[src/verilog/wr_engine_config.svh]
`ifndef WR_ENGINE_CONFIG_SVH
`define WR_ENGINE_CONFIG_SVH

// ==========================================================
// Engine sizing
// ==========================================================

// Channels served by the round-robin arbiter
`define WR_NUM_CH       4

// AXI address and data widths
`define WR_ADDR_W       32
`define WR_DATA_W       32

// AXI ID width, channel number sits in the low bits
`define WR_ID_W         4

// Width of the buffer's data-available count per channel
`define WR_CNT_W        8

// Entries in the write-data order queue
// One burst per channel at most, so 4 entries never fill up
`define WR_ORDER_DEPTH  4

// ==========================================================
// Fixed AXI codes
// ==========================================================
`define WR_BURST_INCR   2'b01
`define WR_RESP_OKAY    2'b00

`endif

[src/verilog/wr_engine_pkg.sv]
`include "wr_engine_config.svh"

package wr_engine_pkg;

    // Channel number, also the low bits of awid and bid
    typedef logic [$clog2(`WR_NUM_CH)-1:0] chan_id_t;

    // Burst length (awlen form) or a beat count within one burst
    typedef logic [7:0] beat_len_t;

    // Beats still left in a descriptor
    typedef logic [31:0] beat_total_t;

endpackage

[src/verilog/wr_req_filter.sv]
`timescale 1ns/1ps

`include "wr_engine_config.svh"

module wr_req_filter
    import wr_engine_pkg::*;
(
    input  logic [`WR_NUM_CH-1:0]               sched_valid,
    input  beat_total_t [`WR_NUM_CH-1:0]        sched_beats,
    input  beat_len_t                           cfg_xfer_len,
    input  logic [`WR_NUM_CH-1:0][`WR_CNT_W-1:0] data_avail,
    input  logic [`WR_NUM_CH-1:0]               busy,
    output logic [`WR_NUM_CH-1:0]               req,
    output beat_len_t [`WR_NUM_CH-1:0]          burst_len
);

    // One extra bit so a 256-beat burst still compares correctly
    localparam int CMP_W = `WR_CNT_W + 1;

    logic [`WR_NUM_CH-1:0] final_burst;
    logic [`WR_NUM_CH-1:0] has_data;

    always_comb begin
        for (int i = 0; i < `WR_NUM_CH; i++) begin
            // Remainder fits in one configured burst
            final_burst[i] = (sched_beats[i] != '0) &&
                             (sched_beats[i] <= beat_total_t'(cfg_xfer_len) + 32'd1);

            // Full configured burst, trimmed only on the descriptor's tail
            if (final_burst[i]) begin
                burst_len[i] = beat_len_t'(sched_beats[i] - 32'd1);
            end else begin
                burst_len[i] = cfg_xfer_len;
            end

            // Buffer already holds every beat of this burst
            has_data[i] = CMP_W'(data_avail[i]) >= (CMP_W'(burst_len[i]) + CMP_W'(1));

            // Tail burst may go ahead of its data, W stream waits on sram_valid
            req[i] = sched_valid[i] && (has_data[i] || final_burst[i]) && !busy[i];
        end
    end

endmodule

[src/verilog/wr_rr_arbiter.sv]
`timescale 1ns/1ps

`include "wr_engine_config.svh"

module wr_rr_arbiter
    import wr_engine_pkg::*;
(
    input  logic                  clk,
    input  logic                  rst_n,
    input  logic [`WR_NUM_CH-1:0] req,
    input  logic                  grant_ack,
    output logic                  grant_valid,
    output chan_id_t              grant_id
);

    // Last acknowledged channel, search starts just after it
    chan_id_t last_id;

    // Grant shown but not yet taken by the AW stage
    logic     locked;
    chan_id_t held_id;

    // Search results
    logic     found;
    chan_id_t pick;
    chan_id_t cand;

    // ==========================================================
    // Rotating priority search
    // ==========================================================
    always_comb begin
        found = 1'b0;
        pick  = last_id;
        cand  = last_id;
        for (int k = 1; k <= `WR_NUM_CH; k++) begin
            cand = chan_id_t'((int'(last_id) + k) % `WR_NUM_CH);
            if (!found && req[cand]) begin
                found = 1'b1;
                pick  = cand;
            end
        end
    end

    // Pointer moves only on acknowledge, choice frozen until then
    always_ff @(posedge clk or negedge rst_n) begin
        if (!rst_n) begin
            // Channel 0 wins first after reset
            last_id <= chan_id_t'(`WR_NUM_CH - 1);
            locked  <= 1'b0;
            held_id <= '0;
        end else if (grant_ack) begin
            last_id <= grant_id;
            locked  <= 1'b0;
        end else if (grant_valid) begin
            locked  <= 1'b1;
            held_id <= grant_id;
        end
    end

    assign grant_valid = locked || found;
    assign grant_id    = locked ? held_id : pick;

endmodule

[src/verilog/wr_aw_issue.sv]
`timescale 1ns/1ps

`include "wr_engine_config.svh"

module wr_aw_issue
    import wr_engine_pkg::*;
(
    input  logic                                  clk,
    input  logic                                  rst_n,
    input  logic                                  grant_valid,
    input  chan_id_t                              grant_id,
    input  beat_len_t [`WR_NUM_CH-1:0]            burst_len,
    input  logic [`WR_NUM_CH-1:0][`WR_ADDR_W-1:0] sched_addr,
    input  beat_total_t [`WR_NUM_CH-1:0]          sched_beats,
    input  logic                                  awready,
    output logic [`WR_ID_W-1:0]                   awid,
    output logic [`WR_ADDR_W-1:0]                 awaddr,
    output beat_len_t                             awlen,
    output logic [2:0]                            awsize,
    output logic [1:0]                            awburst,
    output logic                                  awvalid,
    output logic                                  grant_ack,
    output logic [`WR_NUM_CH-1:0]                 drain_req,
    output beat_len_t [`WR_NUM_CH-1:0]            drain_size,
    output logic [`WR_NUM_CH-1:0]                 sched_done,
    output beat_total_t [`WR_NUM_CH-1:0]          sched_beats_done,
    output logic                                  push,
    output chan_id_t                              push_ch,
    output beat_len_t                             push_beats,
    output logic                                  issue_last
);

    // Bytes per beat as the AXI size code
    localparam logic [2:0] SIZE_CODE = 3'($clog2(`WR_DATA_W / 8));

    logic      aw_valid_q;
    chan_id_t  aw_ch_q;
    beat_len_t aw_len_q;
    logic      aw_hs;
    beat_len_t aw_beats;

    assign aw_hs    = aw_valid_q && awready;
    assign aw_beats = aw_len_q + 8'd1;

    // ==========================================================
    // Address command register
    // ==========================================================
    always_ff @(posedge clk or negedge rst_n) begin
        if (!rst_n) begin
            aw_valid_q <= 1'b0;
        end else if (grant_valid && !aw_valid_q) begin
            aw_valid_q <= 1'b1;
        end else if (aw_hs) begin
            aw_valid_q <= 1'b0;
        end
    end

    // Channel and length are only looked at while awvalid is high
    always_ff @(posedge clk) begin
        if (grant_valid && !aw_valid_q) begin
            aw_ch_q  <= grant_id;
            aw_len_q <= burst_len[grant_id];
        end
    end

    assign awvalid   = aw_valid_q;
    assign awid      = (`WR_ID_W)'(aw_ch_q);
    // Scheduler advances its address after sched_done
    assign awaddr    = sched_addr[aw_ch_q];
    assign awlen     = aw_len_q;
    assign awsize    = SIZE_CODE;
    assign awburst   = `WR_BURST_INCR;
    assign grant_ack = aw_hs;

    // Reserve the burst's data in the buffer on the handshake itself
    always_comb begin
        for (int i = 0; i < `WR_NUM_CH; i++) begin
            drain_req[i]  = aw_hs && (aw_ch_q == chan_id_t'(i));
            drain_size[i] = drain_req[i] ? aw_beats : '0;
        end
    end

    // ==========================================================
    // Burst-issued strobe to the scheduler
    // ==========================================================
    always_ff @(posedge clk or negedge rst_n) begin
        if (!rst_n) begin
            sched_done <= '0;
        end else begin
            sched_done <= '0;
            if (aw_hs) begin
                sched_done[aw_ch_q] <= 1'b1;
            end
        end
    end

    // Count held until the channel issues again
    always_ff @(posedge clk) begin
        if (aw_hs) begin
            sched_beats_done[aw_ch_q] <= beat_total_t'(aw_len_q) + 32'd1;
        end
    end

    // Hand the burst to the W stream and the response tracker
    assign push       = aw_hs;
    assign push_ch    = aw_ch_q;
    assign push_beats = aw_beats;
    // Nothing left after this burst
    assign issue_last = sched_beats[aw_ch_q] <= beat_total_t'(aw_len_q) + 32'd1;

endmodule

[src/verilog/wr_w_stream.sv]
`timescale 1ns/1ps

`include "wr_engine_config.svh"

module wr_w_stream
    import wr_engine_pkg::*;
(
    input  logic                       clk,
    input  logic                       rst_n,
    input  logic                       push,
    input  chan_id_t                   push_ch,
    input  beat_len_t                  push_beats,
    input  logic [`WR_NUM_CH-1:0]      sram_valid,
    input  logic [`WR_DATA_W-1:0]      sram_data,
    input  logic                       wready,
    output logic                       sram_drain,
    output chan_id_t                   sram_id,
    output logic [`WR_DATA_W-1:0]      wdata,
    output logic [`WR_DATA_W/8-1:0]    wstrb,
    output logic                       wlast,
    output logic                       wvalid
);

    localparam int PTR_W = $clog2(`WR_ORDER_DEPTH);

    // ==========================================================
    // Order queue, one entry per issued burst
    // ==========================================================
    chan_id_t   q_ch    [`WR_ORDER_DEPTH];
    beat_len_t  q_beats [`WR_ORDER_DEPTH];
    // Wrap bit on top tells full from empty
    logic [PTR_W:0] wr_ptr;
    logic [PTR_W:0] rd_ptr;
    logic           q_empty;

    // Burst on the bus
    logic      active;
    chan_id_t  cur_ch;
    beat_len_t cur_cnt;

    logic beat_hs;
    logic end_burst;
    logic load;

    assign q_empty   = (wr_ptr == rd_ptr);
    assign beat_hs   = wvalid && wready;
    assign end_burst = beat_hs && wlast;
    // Take the next burst when idle or right on the closing beat
    assign load      = !q_empty && (!active || end_burst);

    always_ff @(posedge clk) begin
        if (push) begin
            q_ch[wr_ptr[PTR_W-1:0]]    <= push_ch;
            q_beats[wr_ptr[PTR_W-1:0]] <= push_beats;
        end
    end

    always_ff @(posedge clk or negedge rst_n) begin
        if (!rst_n) begin
            wr_ptr <= '0;
            rd_ptr <= '0;
        end else begin
            if (push) begin
                wr_ptr <= wr_ptr + 1'b1;
            end
            if (load) begin
                rd_ptr <= rd_ptr + 1'b1;
            end
        end
    end

    // ==========================================================
    // Beat counter
    // ==========================================================
    // Counts down to 1; a loaded 0 stands for 256 beats
    always_ff @(posedge clk or negedge rst_n) begin
        if (!rst_n) begin
            active  <= 1'b0;
            cur_ch  <= '0;
            cur_cnt <= '0;
        end else if (load) begin
            active  <= 1'b1;
            cur_ch  <= q_ch[rd_ptr[PTR_W-1:0]];
            cur_cnt <= q_beats[rd_ptr[PTR_W-1:0]];
        end else if (end_burst) begin
            active  <= 1'b0;
        end else if (beat_hs) begin
            cur_cnt <= cur_cnt - 8'd1;
        end
    end

    // Buffer data goes straight to the bus
    assign sram_drain = active && wready;
    assign sram_id    = cur_ch;
    assign wvalid     = active && sram_valid[cur_ch];
    assign wdata      = sram_data;
    assign wstrb      = '1;
    assign wlast      = active && (cur_cnt == 8'd1);

endmodule

[src/verilog/wr_resp_tracker.sv]
`timescale 1ns/1ps

`include "wr_engine_config.svh"

module wr_resp_tracker
    import wr_engine_pkg::*;
(
    input  logic                  clk,
    input  logic                  rst_n,
    input  logic                  push,
    input  chan_id_t              push_ch,
    input  beat_len_t             push_beats,
    input  logic                  issue_last,
    input  logic [`WR_ID_W-1:0]   bid,
    input  logic [1:0]            bresp,
    input  logic                  bvalid,
    output logic                  bready,
    output logic [`WR_NUM_CH-1:0] busy,
    output logic [`WR_NUM_CH-1:0] sched_ready,
    output logic [`WR_NUM_CH-1:0] sched_error
);

    // Per-channel record of the one burst in flight
    // Beats waiting on a response, zero when idle
    logic [$bits(beat_len_t):0] pend   [`WR_NUM_CH];
    logic [`WR_NUM_CH-1:0]      last_q;

    logic [`WR_NUM_CH-1:0] b_hit;
    logic [`WR_NUM_CH-1:0] issue_hit;

    // Every response is taken at once
    assign bready = 1'b1;

    always_comb begin
        for (int i = 0; i < `WR_NUM_CH; i++) begin
            b_hit[i]     = bvalid && (chan_id_t'(bid) == chan_id_t'(i));
            issue_hit[i] = push && (push_ch == chan_id_t'(i));
            busy[i]      = (pend[i] != '0);
        end
    end

    always_ff @(posedge clk or negedge rst_n) begin
        if (!rst_n) begin
            for (int i = 0; i < `WR_NUM_CH; i++) begin
                pend[i] <= '0;
            end
            last_q      <= '0;
            sched_ready <= '0;
            sched_error <= '0;
        end else begin
            sched_ready <= '0;
            for (int i = 0; i < `WR_NUM_CH; i++) begin
                if (b_hit[i]) begin
                    pend[i] <= '0;
                end
                // A new issue overrides the clear in the same cycle
                if (issue_hit[i]) begin
                    pend[i]   <= {push_beats == '0, push_beats};
                    last_q[i] <= issue_last;
                end
                // Descriptor finished once its tail burst is answered
                if (b_hit[i] && busy[i] && last_q[i]) begin
                    sched_ready[i] <= 1'b1;
                end
                // Sticky until reset
                if (b_hit[i] && (bresp != `WR_RESP_OKAY)) begin
                    sched_error[i] <= 1'b1;
                end
            end
        end
    end

endmodule

[src/verilog/wr_engine_top.sv]
`timescale 1ns/1ps

`include "wr_engine_config.svh"

module wr_engine_top (
    input  logic                                  clk,
    input  logic                                  rst_n,

    // ==========================================================
    // Configuration and schedulers
    // ==========================================================
    input  logic [7:0]                            cfg_xfer_len,
    input  logic [`WR_NUM_CH-1:0]                 sched_valid,
    input  logic [`WR_NUM_CH-1:0][`WR_ADDR_W-1:0] sched_addr,
    input  logic [`WR_NUM_CH-1:0][31:0]           sched_beats,
    output logic [`WR_NUM_CH-1:0]                 sched_ready,
    output logic [`WR_NUM_CH-1:0]                 sched_done,
    output logic [`WR_NUM_CH-1:0][31:0]           sched_beats_done,
    output logic [`WR_NUM_CH-1:0]                 sched_error,

    // Buffer controller
    output logic [`WR_NUM_CH-1:0]                 drain_req,
    output logic [`WR_NUM_CH-1:0][7:0]            drain_size,
    input  logic [`WR_NUM_CH-1:0][`WR_CNT_W-1:0]  data_avail,
    input  logic [`WR_NUM_CH-1:0]                 sram_valid,
    output logic                                  sram_drain,
    output logic [$clog2(`WR_NUM_CH)-1:0]         sram_id,
    input  logic [`WR_DATA_W-1:0]                 sram_data,

    // ==========================================================
    // AXI write
    // ==========================================================
    output logic [`WR_ID_W-1:0]                   awid,
    output logic [`WR_ADDR_W-1:0]                 awaddr,
    output logic [7:0]                            awlen,
    output logic [2:0]                            awsize,
    output logic [1:0]                            awburst,
    output logic                                  awvalid,
    input  logic                                  awready,
    output logic [`WR_DATA_W-1:0]                 wdata,
    output logic [`WR_DATA_W/8-1:0]               wstrb,
    output logic                                  wlast,
    output logic                                  wvalid,
    input  logic                                  wready,
    input  logic [`WR_ID_W-1:0]                   bid,
    input  logic [1:0]                            bresp,
    input  logic                                  bvalid,
    output logic                                  bready
);

    // Filter and arbiter
    logic [`WR_NUM_CH-1:0]             req;
    logic [`WR_NUM_CH-1:0][7:0]        burst_len;
    logic [`WR_NUM_CH-1:0]             busy;
    logic                              grant_valid;
    logic [$clog2(`WR_NUM_CH)-1:0]     grant_id;
    logic                              grant_ack;

    // Issued burst, fanned out to W stream and tracker
    logic                              push;
    logic [$clog2(`WR_NUM_CH)-1:0]     push_ch;
    logic [7:0]                        push_beats;
    logic                              issue_last;

    wr_req_filter u_wr_req_filter (
        .sched_valid  (sched_valid),
        .sched_beats  (sched_beats),
        .cfg_xfer_len (cfg_xfer_len),
        .data_avail   (data_avail),
        .busy         (busy),
        .req          (req),
        .burst_len    (burst_len)
    );

    wr_rr_arbiter u_wr_rr_arbiter (
        .clk         (clk),
        .rst_n       (rst_n),
        .req         (req),
        .grant_ack   (grant_ack),
        .grant_valid (grant_valid),
        .grant_id    (grant_id)
    );

    wr_aw_issue u_wr_aw_issue (
        .clk              (clk),
        .rst_n            (rst_n),
        .grant_valid      (grant_valid),
        .grant_id         (grant_id),
        .burst_len        (burst_len),
        .sched_addr       (sched_addr),
        .sched_beats      (sched_beats),
        .awready          (awready),
        .awid             (awid),
        .awaddr           (awaddr),
        .awlen            (awlen),
        .awsize           (awsize),
        .awburst          (awburst),
        .awvalid          (awvalid),
        .grant_ack        (grant_ack),
        .drain_req        (drain_req),
        .drain_size       (drain_size),
        .sched_done       (sched_done),
        .sched_beats_done (sched_beats_done),
        .push             (push),
        .push_ch          (push_ch),
        .push_beats       (push_beats),
        .issue_last       (issue_last)
    );

    wr_w_stream u_wr_w_stream (
        .clk        (clk),
        .rst_n      (rst_n),
        .push       (push),
        .push_ch    (push_ch),
        .push_beats (push_beats),
        .sram_valid (sram_valid),
        .sram_data  (sram_data),
        .wready     (wready),
        .sram_drain (sram_drain),
        .sram_id    (sram_id),
        .wdata      (wdata),
        .wstrb      (wstrb),
        .wlast      (wlast),
        .wvalid     (wvalid)
    );

    wr_resp_tracker u_wr_resp_tracker (
        .clk         (clk),
        .rst_n       (rst_n),
        .push        (push),
        .push_ch     (push_ch),
        .push_beats  (push_beats),
        .issue_last  (issue_last),
        .bid         (bid),
        .bresp       (bresp),
        .bvalid      (bvalid),
        .bready      (bready),
        .busy        (busy),
        .sched_ready (sched_ready),
        .sched_error (sched_error)
    );

endmodule

[config.mk]
export PLATFORM = sky130hd
export DESIGN_NAME = wr_engine_top
export DESIGN_NICKNAME = d
export VERILOG_FILES = /design/src/verilog/wr_engine_pkg.sv /design/src/verilog/wr_req_filter.sv /design/src/verilog/wr_rr_arbiter.sv /design/src/verilog/wr_aw_issue.sv /design/src/verilog/wr_w_stream.sv /design/src/verilog/wr_resp_tracker.sv /design/src/verilog/wr_engine_top.sv
export VERILOG_INCLUDE_DIRS = /design/src /design/src/verilog
export SDC_FILE = /design/constraint.sdc
export NUM_CORES = 1
export LEC_CHECK = 0
export BUFFER_PORTS_ARGS = -buffer_cell sky130_fd_sc_hd__buf_2
export CORE_AREA = 2 2 240 242
export CTS_CLUSTER_SIZE = 30
export DETAILED_ROUTE_END_ITERATION = 8
export DIE_AREA = 0 0 242 244
export PLACE_DENSITY = 0.49
export SLEW_MARGIN = 20
export SYNTH_ARGS = -nofsm -noshare
export SYNTH_HDL_FRONTEND = slang
export SYNTH_SLANG_ARGS = --single-unit
[constraint.sdc]
create_clock -name clk -period 8.62 [get_ports clk]
set_clock_uncertainty 0.15 [all_clocks]
set_input_delay 0 -clock clk [delete_from_list [all_inputs] [get_ports clk]]
set_output_delay 0 -clock clk [all_outputs]
set_load 0.005 [all_outputs]
Yosys cells after proc, flatten, opt, wreduce, memory -nomap -nowiden
Memory sizes are Yosys's and may differ from the RTL's. A register that Yosys moved wholly into a read port is not among the register bits. Cells that the tools add are included.

Reduce and logical (&&, ||, !) cells: 83. Equal/unequal tests: 9. Order comparisons: 17. Bitwise operators: 1. Multiplexer cells: 62. Add/subtract/negate cells: 18.

Operators by type and width (number): 32-bit binary-select mux with 2-bit select (2); 128-bit bitwise mux (1); 32-bit by 9-bit less-or-equal comparator with 1-bit output (4); 32-bit nonzero test (4); 32-bit two-way mux (3); 8-bit two-way mux (12); 9-bit two-way mux (8); 32-bit demux with 2-bit select (1); 8-bit by 1-bit adder with 9-bit output, second input constant (6); 1-bit logical AND (44); 8-bit by 1-bit subtractor with 8-bit output, second input constant (5); 8-bit by 9-bit >= comparator with 1-bit output (4); 9-bit nonzero test (4); 32-bit less-or-equal comparator (1); 1-bit two-way mux (22); 2-bit by 3-bit < comparator with 1-bit output, second input constant (7); 2-bit nonzero test (9); 8-bit binary-select mux with 2-bit select (1); 1-bit zero test (11); 1-bit binary-select mux with 2-bit select (5); 2-bit two-way mux (5); 8-bit by 1-bit adder with 8-bit output, second input constant (1); 2-bit == test, second input constant (4); 8-bit by 1-bit == test with 1-bit output, second input constant (1); other kinds (14) (25).

Bits in registers: 211. Memories: 2. RAM bits: 40.

Memories: u_wr_w_stream.q_beats (words 4, bits a word 8, rd ports 1, clocked after memory_dff 0, wr ports 1, line wr_w_stream.sv:30) `` beat_len_t q_beats [`WR_ORDER_DEPTH]; ``; u_wr_w_stream.q_ch (words 4, bits a word 2, rd ports 1, clocked after memory_dff 1, wr ports 1, line wr_w_stream.sv:29) `` chan_id_t q_ch [`WR_ORDER_DEPTH]; ``.

Longest topological paths before layout
Gate-level depths: netlist of run 1.

Depth in word-level cells: 24. Gate-level depth with buffers: 30. Depth with buffers taken out: 24.

Modules after synthesis
From an unflattened synthesis of run 1, not the netlist that was laid out.

Cells, all modules: 1298. Area total of the unflattened synthesis: 13386.6 µm².

Modules (own cells, without submodules): wr_aw_issue (cells an instance 351, instances 1, area an instance 4234.1 µm²); wr_req_filter (cells an instance 585, instances 1, area an instance 4134.0 µm²); wr_w_stream (cells an instance 193, instances 1, area an instance 2788.9 µm²); wr_resp_tracker (cells an instance 133, instances 1, area an instance 1904.3 µm²); wr_rr_arbiter (cells an instance 36, instances 1, area an instance 325.3 µm²).

Worst setup path before layout of run 1
No wires, ideal clock.

Kind: input -> register. From: input cfg_xfer_len[6]. To: register u_wr_aw_issue.aw_len_q[2] (netlist: u_wr_aw_issue.awlen[2]) (data pin). Path slack: 3.043 ns. Data required time: 8.210 ns. Stages: 25. Setup time: 0.260 ns. Data arrival time: 5.167 ns. Buffers on the path: 4. Cell sequence: clkbuf_1 -> clkbuf_1 -> nand3_1 -> xor2_1 -> ha_1 -> or3b_2 -> a22oi_1 -> nor2_1 -> o31ai_1 -> nor3_1 -> o21ai_1 -> clkbuf_1 -> o21ai_0 -> xnor2_1 -> ha_1 -> nand3_1 -> o31ai_1 -> nand4_1 -> a31oi_1 -> o31ai_1 -> a21bo_2 -> a32o_1 -> buf_6 -> mux2_4 -> mux2_4.

Longest elaborated chain between the ends: 24. Elaborated cells between the ends (all ways): 57. Classes of those cells: add/sub: 5; order compare: 8; mux: 22; reduce/logical: 22.

Ends and longest elaborated chain: start, declared (line wr_engine_top.sv:12) `input logic [7:0] cfg_xfer_len,`; 8-bit by 1-bit adder with 9-bit output (line wr_req_filter.sv:27) `(sched_beats[i] <= beat_total_t'(cfg_xfer_len) + 32'd1);`; 32-bit by 9-bit less-or-equal comparator with 1-bit output (line wr_req_filter.sv:27); 1-bit logical AND (line wr_req_filter.sv:26) `final_burst[i] = (sched_beats[i] != '0) &&`; 8-bit two-way mux (line wr_req_filter.sv:30) `if (final_burst[i]) begin`; 8-bit by 1-bit adder with 9-bit output (line wr_req_filter.sv:37) `has_data[i] = CMP_W'(data_avail[i]) >= (CMP_W'(burst_len[i]) + CMP_W'(1));`; 8-bit by 9-bit >= comparator with 1-bit output (line wr_req_filter.sv:37); 1-bit logical OR (line wr_req_filter.sv:40) `req[i] = sched_valid[i] && (has_data[i] || final_burst[i]) && !busy[i];`; 1-bit logical AND (2 in series) (line wr_req_filter.sv:40); [7 not listed]; 1-bit logical AND (line wr_rr_arbiter.sv:37) `if (!found && req[cand]) begin`; 1-bit two-way mux (line wr_rr_arbiter.sv:37); 1-bit zero test (line wr_rr_arbiter.sv:37); 1-bit logical AND (line wr_rr_arbiter.sv:37); 2-bit two-way mux (line wr_rr_arbiter.sv:37); 2-bit two-way mux (line wr_rr_arbiter.sv:61) `assign grant_id = locked ? held_id : pick;`; 8-bit binary-select mux with 2-bit select (*) (line wr_aw_issue.sv:62) `aw_len_q <= burst_len[grant_id];`; 8-bit two-way mux (implied by the code) (*) (line wr_aw_issue.sv:62); end signal, assigned (line wr_aw_issue.sv:62); end, declared (line wr_aw_issue.sv:38) `beat_len_t aw_len_q;`.

Every way passes the cells marked *; elsewhere a longest branch is shown, timed or not. The select of a mux whose other input is x is not followed. A chain may end at the register's enable or synchronous reset.

Worst setup path after layout of run 1
From: input cfg_xfer_len[1]. To: register u_wr_aw_issue.aw_len_q[2] (netlist: u_wr_aw_issue.awlen[2]) (data pin).

The elaborated chain is that of the path after synthesis.

==> run summary, run 1 <==
Die Y - 244 µm
Distinct cells, synth - 78
Least-Margin Pin Slew - 939 ps
DR vias - 11.5k
Ant. Diodes - 0
Synth async-reset ratio - 0.466
clock slew at reported path FFs - 70 ps
worst path required time - 8660 ps
Avg Vias per Cell - 4.64
Yosys top cell by area - edfxtp_1
RSZ-0062 raised after global routing - no
multi-input combinational cell area - 0.00721 mm²
Die Span X - 242 µm
Hold Crit Class - input port to flop
CP Class - input port to flop
Area Growth Syn to Fin - 27.4%
total wire length - 52800 µm
Post-CTS Setup Inserts - 0
Layout Nets - 2138
run status - complete, no violations
top-area cell type share of the netlist area - 0.203
WP data arrival - 7000 ps
Gate Count Post-Synth - 1271
final hold vios - 0
area of the mapped netlist - 0.0127 mm²
register area - 0.00446 mm²
clock latency on the worst-skew pair - 440 ps
DRT antenna net count - 0
final setup fails - 0
Post-synth EDFFs - 86
fill count - 6018
fraction of the yosys area taken by sequential cells - 0.350
crit-path leading delay family - compound AO/OA/AOI/OAI gates
initial antenna violation count - 10
Fin Hold WS - 54.1 ps
post-CTS resize count - 0
Critical Path End Type - flop
relative slew slack - 0.358
cts hold-fix bufs - 43
largest net degree at the start of global routing - 76
Critical Path Fanout Max - 17
Synth area leaders - edfxtp_1 (20%), dfrtp_1 (14%), mux4_2 (9.2%), ha_1 (8.5%), buf_4 (8.1%)
number of CTS-inserted buffers - 17
Max VDD drop - 0.116 mV
Final Cycle Share - 0.807
TritonCTS clock tree - built
Synth warnings - 0
H-tree depth - 4
core area - 0.0562 mm²
CTS root buffer - clkbuf_16
TritonCTS sink count - 161
Mean Syn Cell Area - 10.0 µm²
slowest cell on the critical path - o31ai_1
Startpoint Class - input port
Synth Flop Type - edfxtp_1
routability cong. - 0.901
number of port buffers - 444
power per standard cell area - 248 mW/mm²
share of cells above drive strength 1 - 0.334
Yosys reg bits - 161
hold_sp - cfg_xfer_len[3]
CP bufs+invs - 2
CP peak stage delay - 520 ps
Setup TNS - 0 ps
Max Cap Violations - 0
Crit path top cell by count - ha_1
number of global-route vias before repair - 11.2k
Initial DRC Count - 762
Initial Util - 0.227
# IOs - 615
fin crit period - 6960 ps
Slew Limit Fails - 0
All-Layer GR Usage - 0.170
RR Startpoint - u_wr_resp_tracker.pend[22]$_DFFE_PN0P_
achievable frequency - 0.144 GHz
Setup crit start - cfg_xfer_len[1]
DP Wirelength - 43300 µm
drt first pass iters - 5
first-pass GRT wire length - 74100 µm
routed len/inst - 21.4 µm
GRT overflow - 0
die footprint - 0.0590 mm²
clock buffer depth - 2
row count - 87
Leak Pwr - 7.44 nW
DRC - 0
logic make-up after synthesis:
family,synth area share
and+or+nand+nor,0.150
buffers and inverters,0.115
AOI/OAI and AO/OA,0.127
DFF,0.350
adders and majority gates,0.0855
muxes,0.120
xor gates and xnor gates,0.0506
other,0.000590
sequential cells by signal (all words and copies together) (netlist names), 8 cells and up:
register and flops:
u_wr_w_stream.q_beats 32, u_wr_w_stream.q_ch 8, u_wr_aw_issue.sched_beats_done 36, u_wr_aw_issue.awlen 8, u_wr_w_stream.cur_cnt 8, u_wr_resp_tracker.pend 36
power by group:
part	switching, mW	internal (mW)	total [mW]
Combinational	1.12	0.806	1.92
Clock	0.331	0.468	0.799
Sequential	0.167	1.13	1.29
Yosys cell counts, drive strengths merged, types with 11 or more instances:
cell type and count:
nand3 31, and2 12, dfrtp 73, clkbuf 36, inv 57, nand4 23, o21ai 52, nand2 77
mux4 52, o21a 14, buf 154, edfxtp 86, nor4 27, a21o 42, xor2 28, a21oi 36
a211oi 11, nor3 34, xnor2 43, nor2b 16, ha 87, nor2 101, mux2i 24
layer usage:
metal	vias to the layer above	share of wire	wire, µm	GRT usage
li1	5305	-	-	-
met1	5641	0.44	23000	0.226
met2	448	0.48	25600	0.283
met3	60	0.056	2960	0.0337
met4	10	0.022	1170	0.0459
met5	-	0.0014	74	0
metrics by stage:
| step | util | total power [mW] | instance area [µm²] | cells | setup WS (ps) |
|---|---|---|---|---|---|
| floorplan | - | 2.44 | 13100 | 1373 | 3040 |
| global placement | 0.270 | 3.20 | 15200 | 2398 | 1310 |
| detailed placement | 0.270 | 3.24 | 15200 | 2398 | 1270 |
| finish | 0.289 | 4.02 | 16200 | 2473 | 1660 |
| CTS | 0.289 | 4.08 | 16200 | 2473 | 1730 |
| global route | 0.289 | 4.28 | 16200 | 2473 | 1210 |
placed cells by master, fill, tap and decap left out, drive strengths merged, types with 18 or more instances in the layout:
cell | Yosys | routed
buf | 154 | 459
conb | 2 | 104
nor2 | 101 | 101
ha | 87 | 87
edfxtp | 86 | 86
nand2 | 77 | 77
dfrtp | 73 | 73
inv | 57 | 60
mux4 | 52 | 52
o21ai | 52 | 52
dlygate4sd3 | 0 | 43
xnor2 | 43 | 43
a21o | 42 | 42
a21oi | 36 | 36
nor3 | 34 | 34
nand3 | 31 | 31
xor2 | 28 | 28
nor4 | 27 | 27
mux2i | 24 | 24
nand4 | 23 | 23
clkbuf | 36 | 18
path summary, 6_finish.rpt:
kind	cells past startpoint	slack (ps)	endpoint
worst max-delay path	25	1660	u_wr_aw_issue.awlen[2]$_DFFE_PP_
worst min-delay path	3	50	u_wr_aw_issue.awlen[3]$_DFFE_PP_
worst max register to register	10	3880	u_wr_aw_issue.awlen[2]$_DFFE_PP_
worst min register to register	1	320	u_wr_resp_tracker.sched_error[2]$_DFFE_PN0P_
max in group asynchronous	2	7730	u_wr_w_stream.rd_ptr[0]$_DFFE_PN0P_
min in group asynchronous	2	70	u_wr_resp_tracker.sched_ready[1]$_DFF_PN0_
worst min-delay path: stages:
cell     delay [ps]
buf_2           200
o211a_1         180
o22a_1          150
area by class of cell:
type                    count  share of cell area
multi-input cells         965               0.444
clock buffers              18              0.0271
clock inverters            14              0.0111
flip-flops and latches    161               0.275
inverters                  57              0.0132
well taps                 756              0.0583
repair buffers            502               0.171
(Power assumes the default switching activity.)
==> run 2, diff against run 1 <==
--- a/config.mk
+++ b/config.mk
@@ -6,12 +6,13 @@
 export SDC_FILE = /design/constraint.sdc
 export NUM_CORES = 1
 export LEC_CHECK = 0
+export ABC_AREA = 1
 export BUFFER_PORTS_ARGS = -buffer_cell sky130_fd_sc_hd__buf_2
-export CORE_AREA = 2 2 240 242
+export CORE_AREA = 2 2 242 244
 export CTS_CLUSTER_SIZE = 30
 export DETAILED_ROUTE_END_ITERATION = 8
-export DIE_AREA = 0 0 242 244
-export PLACE_DENSITY = 0.49
+export DIE_AREA = 0 0 244 246
+export PLACE_DENSITY = 0.5
 export SLEW_MARGIN = 20
 export SYNTH_ARGS = -nofsm -noshare
 export SYNTH_HDL_FRONTEND = slang
==> constraint.sdc (replaced) <==
create_clock -name clk -period 5.9 [get_ports clk]
set_clock_uncertainty 0.15 [all_clocks]
set_input_delay 0 -clock clk [delete_from_list [all_inputs] [get_ports clk]]
set_output_delay 0 -clock clk [all_outputs]
set_load 0.005 [all_outputs]
==> run summary, run 2 <==
fraction of the yosys area taken by sequential cells - 0.349
Post-CTS Setup Inserts - 0
clock buffer depth - 2
H-tree depth - 4
XOR/XNOR Fraction of Synth Area - 0.0316
WP data arrival - 5330 ps
Die Span X - 244 µm
share of cells above drive strength 1 - 0.289
Max Cap Violations - 0
All-Layer GR Usage - 0.168
RSZ-0062 raised after global routing - no
Initial DRC Count - 740
Avg Vias per Cell - 4.47
drt first pass iters - 5
commonest cells after routing, fill and taps aside - buf_2 (443), nand2_1 (329), inv_1 (162)
achievable frequency - 0.188 GHz
slowest cell on the critical path - ha_1
Synth area leaders - edfxtp_1 (20%), dfrtp_1 (14%), nand2_1 (9.7%), ha_1 (8.5%), buf_4 (8.2%)
Die Y - 246 µm
simple-gate share of the synthesized area - 0.249
Setup TNS - 0 ps
initial antenna violation count - 10
Area Growth Syn to Fin - 28.0%
GRT overflow - 0
DR vias - 12.7k
routed len/inst - 18.6 µm
Gate Count Post-Synth - 1618
Distinct cells, synth - 59
number of global-route vias before repair - 12.1k
number of port buffers - 444
final hold vios - 0
Leak Pwr - 8.25 nW
run status - complete, no violations
leading cell type in the layout, fill and taps excluded - buf_2
# IOs - 615
Yosys top cell by area - edfxtp_1
Least-Margin Pin Slew - 1040 ps
Max VDD drop - 0.204 mV
Adder-Cell Fraction of Synth Area - 0.0853
worst path required time - 5920 ps
DP Area - 0.0153 mm²
Critical Path Fanout Max - 18
die footprint - 0.0600 mm²
Slew Limit Fails - 0
DP Wirelength - 43500 µm
Yosys reg bits - 161
synth cell count leaders - nand2_1 (329), inv_1 (162), buf_4 (139)
TritonCTS clock tree - built
Synth async-reset ratio - 0.466
Mean Syn Cell Area - 7.89 µm²
TritonCTS sink count - 161
first-pass GRT wire length - 75200 µm
post-layout instance area - 0.0163 mm²
Layout Nets - 2506
Synth Flop Type - edfxtp_1
Crit path top cell by count - nand2_1
largest net degree at the start of global routing - 71
Initial Util - 0.223
fin crit period - 5310 ps
CP Class - input port to flop
total wire length - 53100 µm
area of the mapped netlist - 0.0128 mm²
DRT antenna net count - 0
clock latency on the worst-skew pair - 430 ps
Critical Path End Type - flop
relative slew slack - 0.304
Post-synth EDFFs - 86
top-area cell type share of the netlist area - 0.202
largest family of logic cells by synthesized area - simple AND/OR/NAND/NOR gates
clock slew at reported path FFs - 60 ps
core area - 0.0574 mm²
CTS root buffer - clkbuf_16
routability cong. - 0.932
compound-cell area share of the yosys netlist - 0.135
Startpoint Class - input port
CP peak stage delay - 420 ps
DRC - 0
Final Cycle Share - 0.900
final setup fails - 0
count leader, synth - nand2_1
Hold Crit Class - input port to flop
number of CTS-inserted buffers - 17
post-synthesis mux area share - 0.000784
power per standard cell area - 364 mW/mm²
Final Core Density - 0.285
row count - 88
Synth warnings - 0
run 2: final timing paths:
check | start | to | slack, ps | cells past startpoint
worst max-delay path | cfg_xfer_len[0] | u_wr_aw_issue.awlen[6]$_DFFE_PP_ | 590 | 46
min in group asynchronous | rst_n | u_wr_w_stream.active$_DFFE_PN0P_ | 200 | 3
max in group asynchronous | rst_n | u_wr_resp_tracker.sched_ready[1]$_DFF_PN0_ | 4720 | 3
worst min-delay path | cfg_xfer_len[7] | u_wr_aw_issue.awlen[7]$_DFFE_PP_ | 100 | 5
worst min register to register | u_wr_resp_tracker.sched_error[0]$_DFFE_PN0P_ | u_wr_resp_tracker.sched_error[0]$_DFFE_PN0P_ | 320 | 1
worst max register to register | u_wr_aw_issue.awlen[0]$_DFFE_PP_ | u_wr_resp_tracker.last_q[0]$_DFFE_PN0P_ | 1730 | 11
run 2: logic make-up (layout without fill, tap and decap cells):
family	after synthesis	after routing
AOI/OAI and AO/OA	258	258
xor gates and xnor gates	46	46
adders and majority gates	87	87
buffers and inverters	358	723
DFF	161	161
muxes	1	1
other	2	107
and+or+nand+nor	705	705
run 2: repair_timing:
action / CTS / global route
hold endpoints to repair: 130 / 0
setup endpoints to repair: 0 / 12
resized for setup: 0 / 1
hold buffers: 43 / 0
run 2: stage by stage:
step | power (mW) | setup slack, ps | cells | hold slack (ps)
2_1_floorplan | 3.66 | 1270 | 1720 | -446
3_3_place_gp | 4.83 | 164 | 2775 | -341
3_5_place_dp | 4.89 | 82.4 | 2775 | -341
4_1_cts | 6.00 | 510 | 2850 | 63.4
5_1_grt | 6.41 | 2.90 | 2852 | 102
6_report | 5.95 | 588 | 2853 | 97.6
run 2: layer usage:
| metal | track usage | wire length (µm) |
|---|---|---|
| met5 | 0 | 37 |
| met4 | 0.0588 | 1800 |
| met3 | 0.0265 | 2750 |
| met2 | 0.303 | 27000 |
| met1 | 0.201 | 21600 |
run 2: report_power, final:
part	internal (mW)	switching [mW]
Sequential	1.66	0.274
Combinational	1.05	1.89
Clock	0.599	0.479
run 2: worst max-delay path, delay by kind of cell:
kind            cells  cell delay, ps
buf+inv             5             450
xor+xnor            1             180
fa+ha+maj           3             910
compound gates      4             490
simple gates       33            3300
run 2: area by class of cell:
cell class,instances,area (µm²)
timing repair buffer,511,2850
clock inverter,11,90.1
tap,765,957
inverter,180,676
sequential,161,4460
antenna,3,7.51
fill,6256,41000
multi-input combinational,1201,6830
clock buffer,21,482
==> run 3, diff against run 2 <==
--- a/config.mk
+++ b/config.mk
@@ -6,13 +6,12 @@
 export SDC_FILE = /design/constraint.sdc
 export NUM_CORES = 1
 export LEC_CHECK = 0
-export ABC_AREA = 1
 export BUFFER_PORTS_ARGS = -buffer_cell sky130_fd_sc_hd__buf_2
-export CORE_AREA = 2 2 242 244
+export CORE_AREA = 2 2 243 245
 export CTS_CLUSTER_SIZE = 30
 export DETAILED_ROUTE_END_ITERATION = 8
-export DIE_AREA = 0 0 244 246
-export PLACE_DENSITY = 0.5
+export DIE_AREA = 0 0 245 247
+export PLACE_DENSITY = 0.48
 export SLEW_MARGIN = 20
 export SYNTH_ARGS = -nofsm -noshare
 export SYNTH_HDL_FRONTEND = slang
==> constraint.sdc (replaced) <==
create_clock -name clk -period 5.1 [get_ports clk]
set_clock_uncertainty 0.15 [all_clocks]
set_input_delay 0 -clock clk [delete_from_list [all_inputs] [get_ports clk]]
set_output_delay 0 -clock clk [all_outputs]
set_load 0.005 [all_outputs]
==> run summary, run 3 (synthesis gave the netlist of run 1 again) <==
run status - complete, no violations
Die Span X - 245 µm
routability cong. - 0.916
worst path required time - 5140 ps
CP peak stage delay - 360 ps
commonest cells after routing, fill and taps aside - buf_2 (440), buf_4 (172), conb_1 (104)
drt first pass iters - 5
Slew Limit Fails - 0
clock latency on the worst-skew pair - 430 ps
fin crit period - 5070 ps
Sequential Power Share - 0.314
# IOs - 615
Final Cycle Share - 0.994
Critical Path Fanout Max - 6
multi-input combinational cell area - 0.00778 mm²
Hold Crit Class - input port to asynchronous set/reset pin
DP Cell Count - 2557
fill count - 6126
clock buffer depth - 2
power per standard cell area - 385 mW/mm²
number of CTS-inserted buffers - 17
Least-Margin Pin Slew - 1100 ps
Max VDD drop - 0.279 mV
total wire length - 57300 µm
Final Core Density - 0.314
Startpoint Class - input port
All-Layer GR Usage - 0.176
largest net degree at the start of global routing - 76
row count - 89
combinational power share - 0.506
clock share of power - 0.180
Initial DRC Count - 837
WP data arrival - 5110 ps
Initial Util - 0.219
DP Wirelength - 47300 µm
Crit path top cell by count - o211ai_1
clock slew at reported path FFs - 70 ps
slowest cell on the critical path - a221o_1
RSZ-0062 raised after global routing - yes
number of global-route vias before repair - 11.7k
TritonCTS sink count - 161
core area - 0.0582 mm²
Max Cap Violations - 0
routed len/inst - 21.5 µm
relative slew slack - 0.263
Die Y - 247 µm
Non-Filler Instances - 2672
NetSw - 2.77 mW
achievable frequency - 0.197 GHz
register area - 0.00446 mm²
share of cells above drive strength 1 - 0.438
TritonCTS clock tree - built
internal power - 4.27 mW
CP Class - input port to flop
DRC - 0
Avg Vias per Cell - 4.62
DRT antenna net count - 0
GRT overflow - 0
Area Growth Syn to Fin - 43.7%
number of port buffers - 444
final hold vios - 0
Critical Path End Type - flop
final setup fails - 0
Layout Nets - 2313
initial antenna violation count - 12
leading cell type in the layout, fill and taps excluded - buf_2
H-tree depth - 4
Leak Pwr - 8.41 nW
die footprint - 0.0605 mm²
switch share - 0.394
first-pass GRT wire length - 76700 µm
CTS root buffer - clkbuf_16
DR vias - 12.3k
[run 3: routing by layer]
metal / global-route usage / vias to the layer above / part of all wire
met3: 0.0251 / 85 / 0.059
met4: 0.0698 / 4 / 0.040
met2: 0.294 / 538 / 0.48
met5: 0 / - / 0.00049
li1: - / 5659 / -
met1: 0.228 / 6056 / 0.42
[run 3: worst max-delay path, delay by kind of cell]
| kind | cells | cell delay, ps |
|---|---|---|
| xor gates and xnor gates | 2 | 270 |
| and+or+nand+nor | 5 | 730 |
| adders and majority gates | 3 | 720 |
| buffers and inverters | 7 | 1040 |
| muxes | 1 | 200 |
| AOI/OAI and AO/OA | 11 | 2120 |
[run 3: final timing paths]
kind / depth (start not counted) / end / start / slack [ps]
max in group asynchronous: 2 / u_wr_resp_tracker.sched_error[1]$_DFFE_PN0P_ / rst_n / 4250
min in group clk: 4 / u_wr_w_stream.cur_cnt[7]$_DFFE_PN0P_ / sram_valid[0] / 110
max: 29 / u_wr_aw_issue.awlen[3]$_DFFE_PP_ / cfg_xfer_len[1] / 30
max reg2reg: 12 / u_wr_aw_issue.awlen[3]$_DFFE_PP_ / u_wr_resp_tracker.pend[22]$_DFFE_PN0P_ / 810
min reg2reg: 1 / u_wr_resp_tracker.sched_error[2]$_DFFE_PN0P_ / u_wr_resp_tracker.sched_error[2]$_DFFE_PN0P_ / 320
min: 2 / u_wr_resp_tracker.sched_ready[0]$_DFF_PN0_ / rst_n / 30
[run 3: repair_timing]
item / CTS / global route
endpoints found under the hold margin: 121 / 0
cloned: 0 / 6
endpoints found under the setup margin: 9 / 11
buffers inserted: 4 / 25
gates resized for setup: 19 / 103
pin swaps: 4 / 48
hold buffers: 43 / 0
[run 3: power groups by stage]
| stage | Combinational (mW) | Sequential (mW) | Clock (mW) |
|---|---|---|---|
| floorplan | 2.02 | 2.11 | 0 |
| global placement | 3.23 | 2.23 | 0 |
| detailed placement | 3.28 | 2.24 | 0 |
| CTS | 3.37 | 2.22 | 1.30 |
| global route | 3.89 | 2.27 | 1.36 |
| finish | 3.57 | 2.21 | 1.27 |
[run 3: layout make-up]
type	instances	area share
Clock buffer	18	0.0235
Multi-Input combinational cell	965	0.425
Clock inverter	14	0.00814
Timing Repair Buffer	677	0.234
Tap cell	773	0.0529
Sequential cell	161	0.244
Inverter	57	0.0117
Antenna cell	7	0.000957
[run 3: metrics by stage]
step                total power, mW  hold slack (ps)  worst slack (ps)  TNS, ps  instance area, µm²
floorplan                      4.13             -446              -171     -365               13200
global placement               5.46             -150              -574    -6500               16300
detailed placement             5.53             -150              -690    -9570               16300
CTS                            6.89             82.8              25.9        0               17500
global route                   7.51              111              -158     -984               18300
finish                         7.05             32.1              29.6        0               18300
